<file path="config.mk">
export PLATFORM = sky130hd
export DESIGN_NAME = instr_decoder
export DESIGN_NICKNAME = d
export VERILOG_FILES = /design/src/logic/decode_pkg.sv /design/src/logic/instr_latch.sv /design/src/logic/opcode_classifier.sv /design/src/logic/imm_gen.sv /design/src/logic/ctrl_gen.sv /design/src/logic/instr_decoder.sv
export SDC_FILE = /design/constraint.sdc
export NUM_CORES = 1
export LEC_CHECK = 0
export ABC_AREA = 0
export ABC_CLOCK_PERIOD_IN_PS = 1980
export BUFFER_PORTS_ARGS = -buffer_cell sky130_fd_sc_hd__buf_2
export CORE_MARGIN = 3
export CORE_UTILIZATION = 43
export CTS_CLUSTER_DIAMETER = 40
export DETAILED_ROUTE_END_ITERATION = 6
export PLACE_DENSITY = 0.8
export SETUP_SLACK_MARGIN = 0.15
export SLEW_MARGIN = 20
export SYNTH_ARGS = -nofsm -noshare
export SYNTH_HDL_FRONTEND = slang
export SYNTH_SLANG_ARGS = --single-unit
</file>
<file path="constraint.sdc">
create_clock -name i_clk -period 1.98 [get_ports i_clk]
set_input_delay 0.198 -clock i_clk [delete_from_list [all_inputs] [get_ports i_clk]]
set_output_delay 0.198 -clock i_clk [all_outputs]
set_load 0.005 [all_outputs]
</file>
<file path="src/logic/decode_pkg.sv">
package decode_pkg;

    localparam int XLEN         = 32;
    localparam int REG_IDX_BITS = 5;
    localparam int CSR_IDX_BITS = 12;

    // major opcodes, instruction bits 6:2
    localparam logic [4:0] OPC_LOAD     = 5'b00000;
    localparam logic [4:0] OPC_MISC_MEM = 5'b00011;
    localparam logic [4:0] OPC_OP_IMM   = 5'b00100;
    localparam logic [4:0] OPC_AUIPC    = 5'b00101;
    localparam logic [4:0] OPC_STORE    = 5'b01000;
    localparam logic [4:0] OPC_OP       = 5'b01100;
    localparam logic [4:0] OPC_LUI      = 5'b01101;
    localparam logic [4:0] OPC_BRANCH   = 5'b11000;
    localparam logic [4:0] OPC_JALR     = 5'b11001;
    localparam logic [4:0] OPC_JAL      = 5'b11011;
    localparam logic [4:0] OPC_SYSTEM   = 5'b11100;

    // low bits of a 32-bit encoding
    localparam logic [1:0] OPC_DET      = 2'b11;

    // msb first, so a raw word casts straight onto the fields
    typedef struct packed {
        logic [6:0]              funct7;
        logic [REG_IDX_BITS-1:0] rs2;
        logic [REG_IDX_BITS-1:0] rs1;
        logic [2:0]              funct3;
        logic [REG_IDX_BITS-1:0] rd;
        logic [4:0]              opcode;
        logic [1:0]              op_det;
    } instr_fields_t;

    typedef enum logic [2:0] {
        IMM_I = 3'd0,
        IMM_S = 3'd1,
        IMM_B = 3'd2,
        IMM_U = 3'd3,
        IMM_J = 3'd4
    } imm_fmt_t;

    typedef struct packed {
        logic full;
        logic load;
        logic store;
        logic op_imm;
        logic op_reg;
        logic op_mul;
        logic lui;
        logic auipc;
        logic branch;
        logic jal;
        logic jalr;
        logic system;
        logic csr;
        logic ecall;
        logic ebreak;
        logic mret;
        logic slt_form;
        logic supported;
    } inst_class_t;

    typedef struct packed {
        logic add_override;
        logic op2_inverse;
        logic sh_ar;
        logic group_mux;
        logic div_mux;
    } alu_ctrl_t;

    // one-hot
    typedef struct packed {
        logic memory;
        logic pc_next;
        logic alu;
    } res_src_t;

    typedef struct packed {
        logic [CSR_IDX_BITS-1:0] idx;
        logic [REG_IDX_BITS-1:0] imm;
        logic                    write;
        logic                    set;
        logic                    clear;
        logic                    read;
        logic                    ebreak;
    } csr_req_t;

    typedef struct packed {
        logic jal;
        logic jalr;
        logic branch;
        logic store;
        logic mret;
    } flow_t;

endpackage

</file>
<file path="src/logic/instr_latch.sv">
`timescale 1ns/1ps

module instr_latch
#(
    parameter int PC_BITS = 16
)
(
    input  logic                               i_clk,
    input  logic                               i_reset,
    input  logic                               i_stall,
    input  logic                               i_flush,
    input  logic                               i_ready,
    input  logic [decode_pkg::XLEN-1:0]        i_instruction,
    input  logic [PC_BITS-1:1]                 i_pc,
    input  logic [PC_BITS-1:1]                 i_pc_next,
    output decode_pkg::instr_fields_t          o_fields,
    output logic                               o_valid,
    output logic [PC_BITS-1:1]                 o_pc,
    output logic [PC_BITS-1:1]                 o_pc_next
);

    decode_pkg::instr_fields_t fields;
    logic                      valid;
    logic [PC_BITS-1:1]        pc;
    logic [PC_BITS-1:1]        pc_next;

    always_ff @(posedge i_clk)
    begin
        if (i_reset || i_flush)
        begin
            fields <= '0;
            valid  <= 1'b0;
        end
        else if (!i_stall)
        begin
            // empty slot carries an all-zero word
            fields <= i_ready ? decode_pkg::instr_fields_t'(i_instruction) : '0;
            valid  <= i_ready;
        end
    end

    always_ff @(posedge i_clk)
    begin
        if (!i_stall)
        begin
            pc      <= i_pc;
            pc_next <= i_pc_next;
        end
    end

    assign o_fields  = fields;
    assign o_valid   = valid;
    assign o_pc      = pc;
    assign o_pc_next = pc_next;

endmodule

</file>
<file path="src/logic/opcode_classifier.sv">
`timescale 1ns/1ps

module opcode_classifier
(
    input  decode_pkg::instr_fields_t i_fields,
    input  logic                      i_valid,
    output decode_pkg::inst_class_t   o_class,
    output decode_pkg::imm_fmt_t      o_imm_fmt
);

    logic       full;
    logic [4:0] op;
    logic [2:0] funct3;
    logic [6:0] funct7;
    logic [4:0] rs2;
    logic       op_grp;
    logic       sys_trap;
    logic       fence;

    assign op     = i_fields.opcode;
    assign funct3 = i_fields.funct3;
    assign funct7 = i_fields.funct7;
    assign rs2    = i_fields.rs2;
    assign full   = (i_fields.op_det == decode_pkg::OPC_DET);

    // major groups
    assign o_class.full   = full;
    assign o_class.load   = full & (op == decode_pkg::OPC_LOAD);
    assign o_class.store  = full & (op == decode_pkg::OPC_STORE);
    assign o_class.op_imm = full & (op == decode_pkg::OPC_OP_IMM);
    assign o_class.lui    = full & (op == decode_pkg::OPC_LUI);
    assign o_class.auipc  = full & (op == decode_pkg::OPC_AUIPC);
    assign o_class.branch = full & (op == decode_pkg::OPC_BRANCH);
    assign o_class.jal    = full & (op == decode_pkg::OPC_JAL);
    assign o_class.jalr   = full & (op == decode_pkg::OPC_JALR) & (funct3 == 3'b000);
    assign o_class.system = full & (op == decode_pkg::OPC_SYSTEM);

    // funct7[0] selects the M extension
    assign op_grp         = full & (op == decode_pkg::OPC_OP);
    assign o_class.op_reg = op_grp & ~funct7[0];
    assign o_class.op_mul = op_grp & funct7[0];

    // funct3 of zero holds the trap and return group
    assign sys_trap       = o_class.system & (funct3 == 3'b000);
    assign o_class.csr    = o_class.system & (|funct3);
    assign o_class.ecall  = sys_trap & ~funct7[3] & ~rs2[0];
    assign o_class.ebreak = sys_trap & ~funct7[3] & rs2[0];
    assign o_class.mret   = sys_trap & funct7[4] & (rs2[2:1] == 2'b01);

    // slt, sltu and their immediate forms
    assign o_class.slt_form = (o_class.op_imm | o_class.op_reg) & (funct3[2:1] == 2'b01);

    assign fence = full & (op == decode_pkg::OPC_MISC_MEM) & (funct3 == 3'b000);

    // an empty slot never raises an illegal instruction
    assign o_class.supported = ~i_valid
                             | o_class.load   | o_class.store  | o_class.op_imm
                             | o_class.op_reg | o_class.op_mul
                             | o_class.lui    | o_class.auipc
                             | o_class.branch | o_class.jal    | o_class.jalr
                             | o_class.csr    | o_class.ecall  | o_class.ebreak
                             | o_class.mret   | fence;

    always_comb
    begin
        if (o_class.lui || o_class.auipc)
        begin
            o_imm_fmt = decode_pkg::IMM_U;
        end
        else if (o_class.jal)
        begin
            o_imm_fmt = decode_pkg::IMM_J;
        end
        else if (o_class.store)
        begin
            o_imm_fmt = decode_pkg::IMM_S;
        end
        else if (o_class.branch)
        begin
            o_imm_fmt = decode_pkg::IMM_B;
        end
        else
        begin
            o_imm_fmt = decode_pkg::IMM_I;
        end
    end

endmodule

</file>
<file path="src/logic/imm_gen.sv">
`timescale 1ns/1ps

module imm_gen
(
    input  decode_pkg::instr_fields_t   i_fields,
    input  decode_pkg::imm_fmt_t        i_imm_fmt,
    output logic [decode_pkg::XLEN-1:0] o_imm
);

    logic [decode_pkg::XLEN-1:0] w;
    logic [decode_pkg::XLEN-1:0] imm_i;
    logic [decode_pkg::XLEN-1:0] imm_s;
    logic [decode_pkg::XLEN-1:0] imm_b;
    logic [decode_pkg::XLEN-1:0] imm_u;
    logic [decode_pkg::XLEN-1:0] imm_j;

    // back to the raw word for bit slicing
    assign w = i_fields;

    assign imm_i = {{21{w[31]}}, w[30:20]};
    assign imm_s = {{21{w[31]}}, w[30:25], w[11:7]};
    assign imm_b = {{20{w[31]}}, w[7], w[30:25], w[11:8], 1'b0};
    assign imm_u = {w[31:12], 12'b0};
    assign imm_j = {{12{w[31]}}, w[19:12], w[20], w[30:21], 1'b0};

    always_comb
    begin
        case (i_imm_fmt)
            decode_pkg::IMM_S: o_imm = imm_s;
            decode_pkg::IMM_B: o_imm = imm_b;
            decode_pkg::IMM_U: o_imm = imm_u;
            decode_pkg::IMM_J: o_imm = imm_j;
            default:           o_imm = imm_i;
        endcase
    end

endmodule

</file>
<file path="src/logic/ctrl_gen.sv">
`timescale 1ns/1ps

module ctrl_gen
(
    input  decode_pkg::instr_fields_t           i_fields,
    input  decode_pkg::inst_class_t             i_class,
    output decode_pkg::alu_ctrl_t               o_alu_ctrl,
    output decode_pkg::res_src_t                o_res_src,
    output logic                                o_reg_write,
    output logic                                o_op1_src,
    output logic                                o_op2_src,
    output logic [decode_pkg::REG_IDX_BITS-1:0] o_rs1,
    output logic [decode_pkg::REG_IDX_BITS-1:0] o_rs2,
    output logic [decode_pkg::REG_IDX_BITS-1:0] o_rd,
    output logic [2:0]                          o_funct3,
    output decode_pkg::csr_req_t                o_csr,
    output decode_pkg::flow_t                   o_flow
);

    logic add_override;
    logic res_mem;
    logic res_pc_next;

    // address and link arithmetic always adds
    assign add_override = i_class.load | i_class.store | i_class.lui
                        | i_class.auipc | i_class.jal | i_class.jalr;

    assign o_alu_ctrl.add_override = add_override;
    // compares subtract, immediates never do
    assign o_alu_ctrl.op2_inverse  = (i_class.branch | i_class.slt_form) ? 1'b1 :
                                     (add_override | i_class.op_imm)     ? 1'b0 :
                                                                           i_fields.funct7[5];
    assign o_alu_ctrl.sh_ar        = i_fields.funct7[5];
    assign o_alu_ctrl.group_mux    = i_class.op_mul;
    assign o_alu_ctrl.div_mux      = i_class.op_mul & i_fields.funct3[2];

    assign res_mem     = i_class.load;
    assign res_pc_next = i_class.jal | i_class.jalr;

    assign o_res_src.memory  = res_mem;
    assign o_res_src.pc_next = res_pc_next;
    assign o_res_src.alu     = ~(res_mem | res_pc_next);

    assign o_op1_src   = i_class.auipc | i_class.jal;
    assign o_op2_src   = ~(i_class.op_reg | i_class.op_mul | i_class.branch);
    assign o_reg_write = i_class.full & ~i_class.store & ~i_class.branch;

    // lui adds its immediate to x0
    assign o_rs1    = i_class.lui ? '0 : i_fields.rs1;
    assign o_rs2    = i_fields.rs2;
    assign o_rd     = i_fields.rd;
    assign o_funct3 = i_fields.funct3;

    assign o_csr.idx    = {i_fields.funct7, i_fields.rs2};
    assign o_csr.imm    = i_fields.rs1;
    assign o_csr.write  = i_class.system & (i_fields.funct3[1:0] == 2'b01);
    assign o_csr.set    = i_class.system & (i_fields.funct3[1:0] == 2'b10);
    assign o_csr.clear  = i_class.system & (i_fields.funct3[1:0] == 2'b11);
    assign o_csr.read   = i_class.csr;
    assign o_csr.ebreak = i_class.ebreak;

    assign o_flow.jal    = i_class.jal;
    assign o_flow.jalr   = i_class.jalr;
    assign o_flow.branch = i_class.branch;
    assign o_flow.store  = i_class.store;
    assign o_flow.mret   = i_class.mret;

endmodule

</file>
<file path="src/logic/instr_decoder.sv">
`timescale 1ns/1ps

module instr_decoder
#(
    parameter int PC_BITS = 16
)
(
    input  logic                                i_clk,
    input  logic                                i_reset,
    input  logic                                i_stall,
    input  logic                                i_flush,
    input  logic                                i_ready,
    input  logic [decode_pkg::XLEN-1:0]         i_instruction,
    input  logic [PC_BITS-1:1]                  i_pc,
    input  logic [PC_BITS-1:1]                  i_pc_next,
    output decode_pkg::alu_ctrl_t               o_alu_ctrl,
    output decode_pkg::res_src_t                o_res_src,
    output logic                                o_reg_write,
    output logic                                o_op1_src,
    output logic                                o_op2_src,
    output logic [decode_pkg::REG_IDX_BITS-1:0] o_rs1,
    output logic [decode_pkg::REG_IDX_BITS-1:0] o_rs2,
    output logic [decode_pkg::REG_IDX_BITS-1:0] o_rd,
    output logic [2:0]                          o_funct3,
    output decode_pkg::csr_req_t                o_csr,
    output decode_pkg::flow_t                   o_flow,
    output logic [decode_pkg::XLEN-1:0]         o_imm,
    output logic [PC_BITS-1:1]                  o_pc,
    output logic [PC_BITS-1:1]                  o_pc_next,
    output logic                                o_inst_supported
);

    decode_pkg::instr_fields_t fields;
    logic                      valid;
    decode_pkg::inst_class_t   inst_class;
    decode_pkg::imm_fmt_t      imm_fmt;

    // the only register stage, everything after it is combinational
    instr_latch #(
        .PC_BITS       (PC_BITS)
    ) u_latch (
        .i_clk         (i_clk),
        .i_reset       (i_reset),
        .i_stall       (i_stall),
        .i_flush       (i_flush),
        .i_ready       (i_ready),
        .i_instruction (i_instruction),
        .i_pc          (i_pc),
        .i_pc_next     (i_pc_next),
        .o_fields      (fields),
        .o_valid       (valid),
        .o_pc          (o_pc),
        .o_pc_next     (o_pc_next)
    );

    opcode_classifier u_classifier (
        .i_fields  (fields),
        .i_valid   (valid),
        .o_class   (inst_class),
        .o_imm_fmt (imm_fmt)
    );

    imm_gen u_imm (
        .i_fields  (fields),
        .i_imm_fmt (imm_fmt),
        .o_imm     (o_imm)
    );

    ctrl_gen u_ctrl (
        .i_fields    (fields),
        .i_class     (inst_class),
        .o_alu_ctrl  (o_alu_ctrl),
        .o_res_src   (o_res_src),
        .o_reg_write (o_reg_write),
        .o_op1_src   (o_op1_src),
        .o_op2_src   (o_op2_src),
        .o_rs1       (o_rs1),
        .o_rs2       (o_rs2),
        .o_rd        (o_rd),
        .o_funct3    (o_funct3),
        .o_csr       (o_csr),
        .o_flow      (o_flow)
    );

    assign o_inst_supported = inst_class.supported;

endmodule

</file>
==> flow_summary.toml <==
[outcome]
status = "finished with violations"
violations = "negative setup slack"

[timing]
drv_slew = 0
hold_viol_final = 0
fin_crit_sh_pct = 101
maxSlewHeadroom_pct = 52.0
min_period_ns = 2.01
fin_ws_ns = -0.0294
hold_slack_ns = 0.0383
worst_pin_slew_ns = 0.716
fmax_ghz = 0.498
worst_clock_skew_ns = 0
setup-violations-final = 2
rsz0062_at_grt = "yes"

[clock_tree]
clock-root-buffer = "clkbuf_8"
ctsHoldBuffers = 0
ctsLongestPathBuffers = 2
cts_buffers = 9
path_clk_slew_ns = 0.08
cts_sinks = 63
htree_num_levels = 3
clkLatencyLatePin_ns = 0.32
cts_tree = "yes"

[floorplan]
start_util_pct = 45.8
rows = 29
die_y_um = 89.4
die_x_um = 89.4
die_area_mm2 = 0.00800
core-area_mm2 = 0.00653
pin_count = 186

[logic_synthesis]
synth_fa_ha_area_share_pct = 0
synth_cell_type_count = 44
synth_top_cell_area_share_pct = 30.1
netlist_area_mm2 = 0.00299
seq_area_frac_synth_pct = 52.2
synth_xor_area_share_pct = 0.878
synth-compound-area-share_pct = 16.3
syn_inst = 301
async_flop_share_pct = 0
synth_top_family_by_area = "simple AND/OR/NAND/NOR gates"
synth_area_leader_cell = "edfxtp_1"
syn_avg_cell_area_um2 = 9.95
syn_nets = 368
synthMuxAreaShare_pct = 0
synth_edf_count = 30
synth_simple_gate_area_share_pct = 17.8
synth_ff_type = "dfxtp_1"
ys_ff_latch = 63
ys_warn_count = 0
synthTopCellsByArea = "edfxtp_1 (30%), dfxtp_1 (22%), buf_4 (8.8%), a22oi_1 (8.0%), nor2_1 (5.5%)"

[pwr]
peakVddDrop_v = 0.000422
p_per_area_mw_per_mm2 = 637
power_mw = 2.88
cellLeakagePower_nw = 2.27

[route]
num_vias = 2983
post_drt_wl_per_cell_um = 17.6
antenna_left = 0
routed_wl_um = 9910
first_iter_violations = 143
route.detailed.drc = 0
firstDrtPassIters = 4
viasPerCell = 5.30

[critical_path]
worstSetupStartpointType = "register"
cp.arrival_ns = 1.81
critical_path_class = "register to output port"
required_ns = 1.78
r2r_slack_ns = 0.96
end_kind = "output port"
rr_worst_depth = 4
worstReg2RegStart = "u_latch.o_fields[5]"
rr_endpoint = "u_latch.o_fields[5]"
cp_max_fo = 7

[layout]
fill_cells = 494
drive_gt1_share_pct = 59.7
layout.cells.non_filler = 563
nets = 548
syn_to_final_growth_pct = 51.1
n_antenna_cell = 0

[global_routing]
first_global_vias = 2705
grt_pass1_wl_um = 13600
gr-total-overflow = 0
antenna_found_initial = 0
grt_usage_pct = 22.9
grt_max_degree = 35

[placed_design]
dp_hpwl_um = 6940
dp.cells = 523
port_buffers = 185
dp_slack_ns = 0.127
place_congestion = 0.971

[worst_hold_path]
hp-class = "primary input to register"
min_from = "i_pc[2]"
whs_path_depth = 1
min_to = "u_latch.o_pc[2]"

[job]
cap_violations = 0
what timing repair did:
action	CTS	global route
gates resized for setup	44	39
pin swaps	16	28
setup buffers	13	8
gates cloned	0	3
setup endpoints to repair	52	52
placed cells by master, fill, tap and decap left out, types with 3 or more instances in the layout:
master and n:
inv_1 6, dfxtp_4 6, buf_2 180, nand3b_1 3, a21o_1 11, nor2_1 38
clkbuf_8 10, dfxtp_1 26, clkinvlp_4 3, nand2_2 3, nor3_4 5, nor2_2 4
a22o_1 4, and2_4 5, a22oi_1 32, edfxtp_1 30, buf_4 27, buf_6 13
o21ai_0 5, nor2b_2 3, nor2_4 3, nand2_1 9, and2_1 7, o21ai_1 6
metal layers:
metal  global-route usage [%]  vias to the layer above  wire [um]
met5                        0                        -          0
met4                     12.7                        0        326
met3                     6.27                       24        938
met2                     39.2                      184       4920
met1                     25.6                     1376       3730
li1                         -                     1399          -
worst max-delay path: stages, from the launching register on:
cell     delay [ns]
dfxtp_2        0.34
buf_8          0.13
or4_4          0.58
a31oi_1        0.18
or4_1          0.13
buf_2          0.12
cells in the mapped netlist (6+ instances only):
cell type / count
nor2_1: 44
buf_4: 35
dfxtp_1: 33
a22oi_1: 32
edfxtp_1: 30
nand2_1: 13
and2_1: 12
clkbuf_1: 12
a21o_1: 11
o21ai_0: 10
buf_2: 8
nor3_1: 7
inv_1: 6
how the worst max path moves through the flow:
stage,from,endpoint,slack (ns),cells after the start
floorplan,i_stall,u_latch.o_pc[10],0.41,3
global placement,u_latch.o_fields[5],o_inst_supported,0.17,5
detailed placement,u_latch.o_fields[2],o_imm[21],0.13,5
CTS,u_latch.o_fields[4],o_csr[3],-0.03,5
global route,u_latch.o_fields[6],o_alu_ctrl[0],-0.08,6
finish,u_latch.o_fields[3],o_inst_supported,-0.03,5
flip-flops by register name (all words and copies together) (netlist names):
register / flops
u_latch.o_fields: 32
u_latch.o_pc: 15
u_latch.o_pc_next: 15
u_latch.o_valid: 1
cell families after synthesis:
kind of cell / count (synthesis)
simple gates: 104
xor+xnor: 3
compound gates: 68
buf+inv: 63
flops: 63
layout make-up:
| cell class | count | area (um^2) | area share (%) |
|---|---|---|---|
| clock inverter | 6 | 70.1 | 1.55 |
| sequential | 63 | 1590 | 35.0 |
| clock buffer | 10 | 138 | 3.04 |
| timing repair buffer | 225 | 1350 | 29.7 |
| tap | 77 | 96.3 | 2.13 |
| multi-input combinational | 176 | 1270 | 28.0 |
| inverter | 6 | 22.5 | 0.498 |
power breakdown:
group | internal [mW] | switching, mW
logic | 0.149 | 0.143
clock network | 0.619 | 0.515
registers | 1.42 | 0.0294
total | 2.19 | 0.687
stage by stage:
step	util, %	area, um^2	TNS (ns)
finish	69.3	4520	-0.0432
global route	69.3	4520	-1.00
CTS	64.9	4240	-0.0566
detailed placement	57.9	3780	0
global placement	57.9	3780	0
floorplan	-	2990	0
Power figures use the tool's default switching activity.
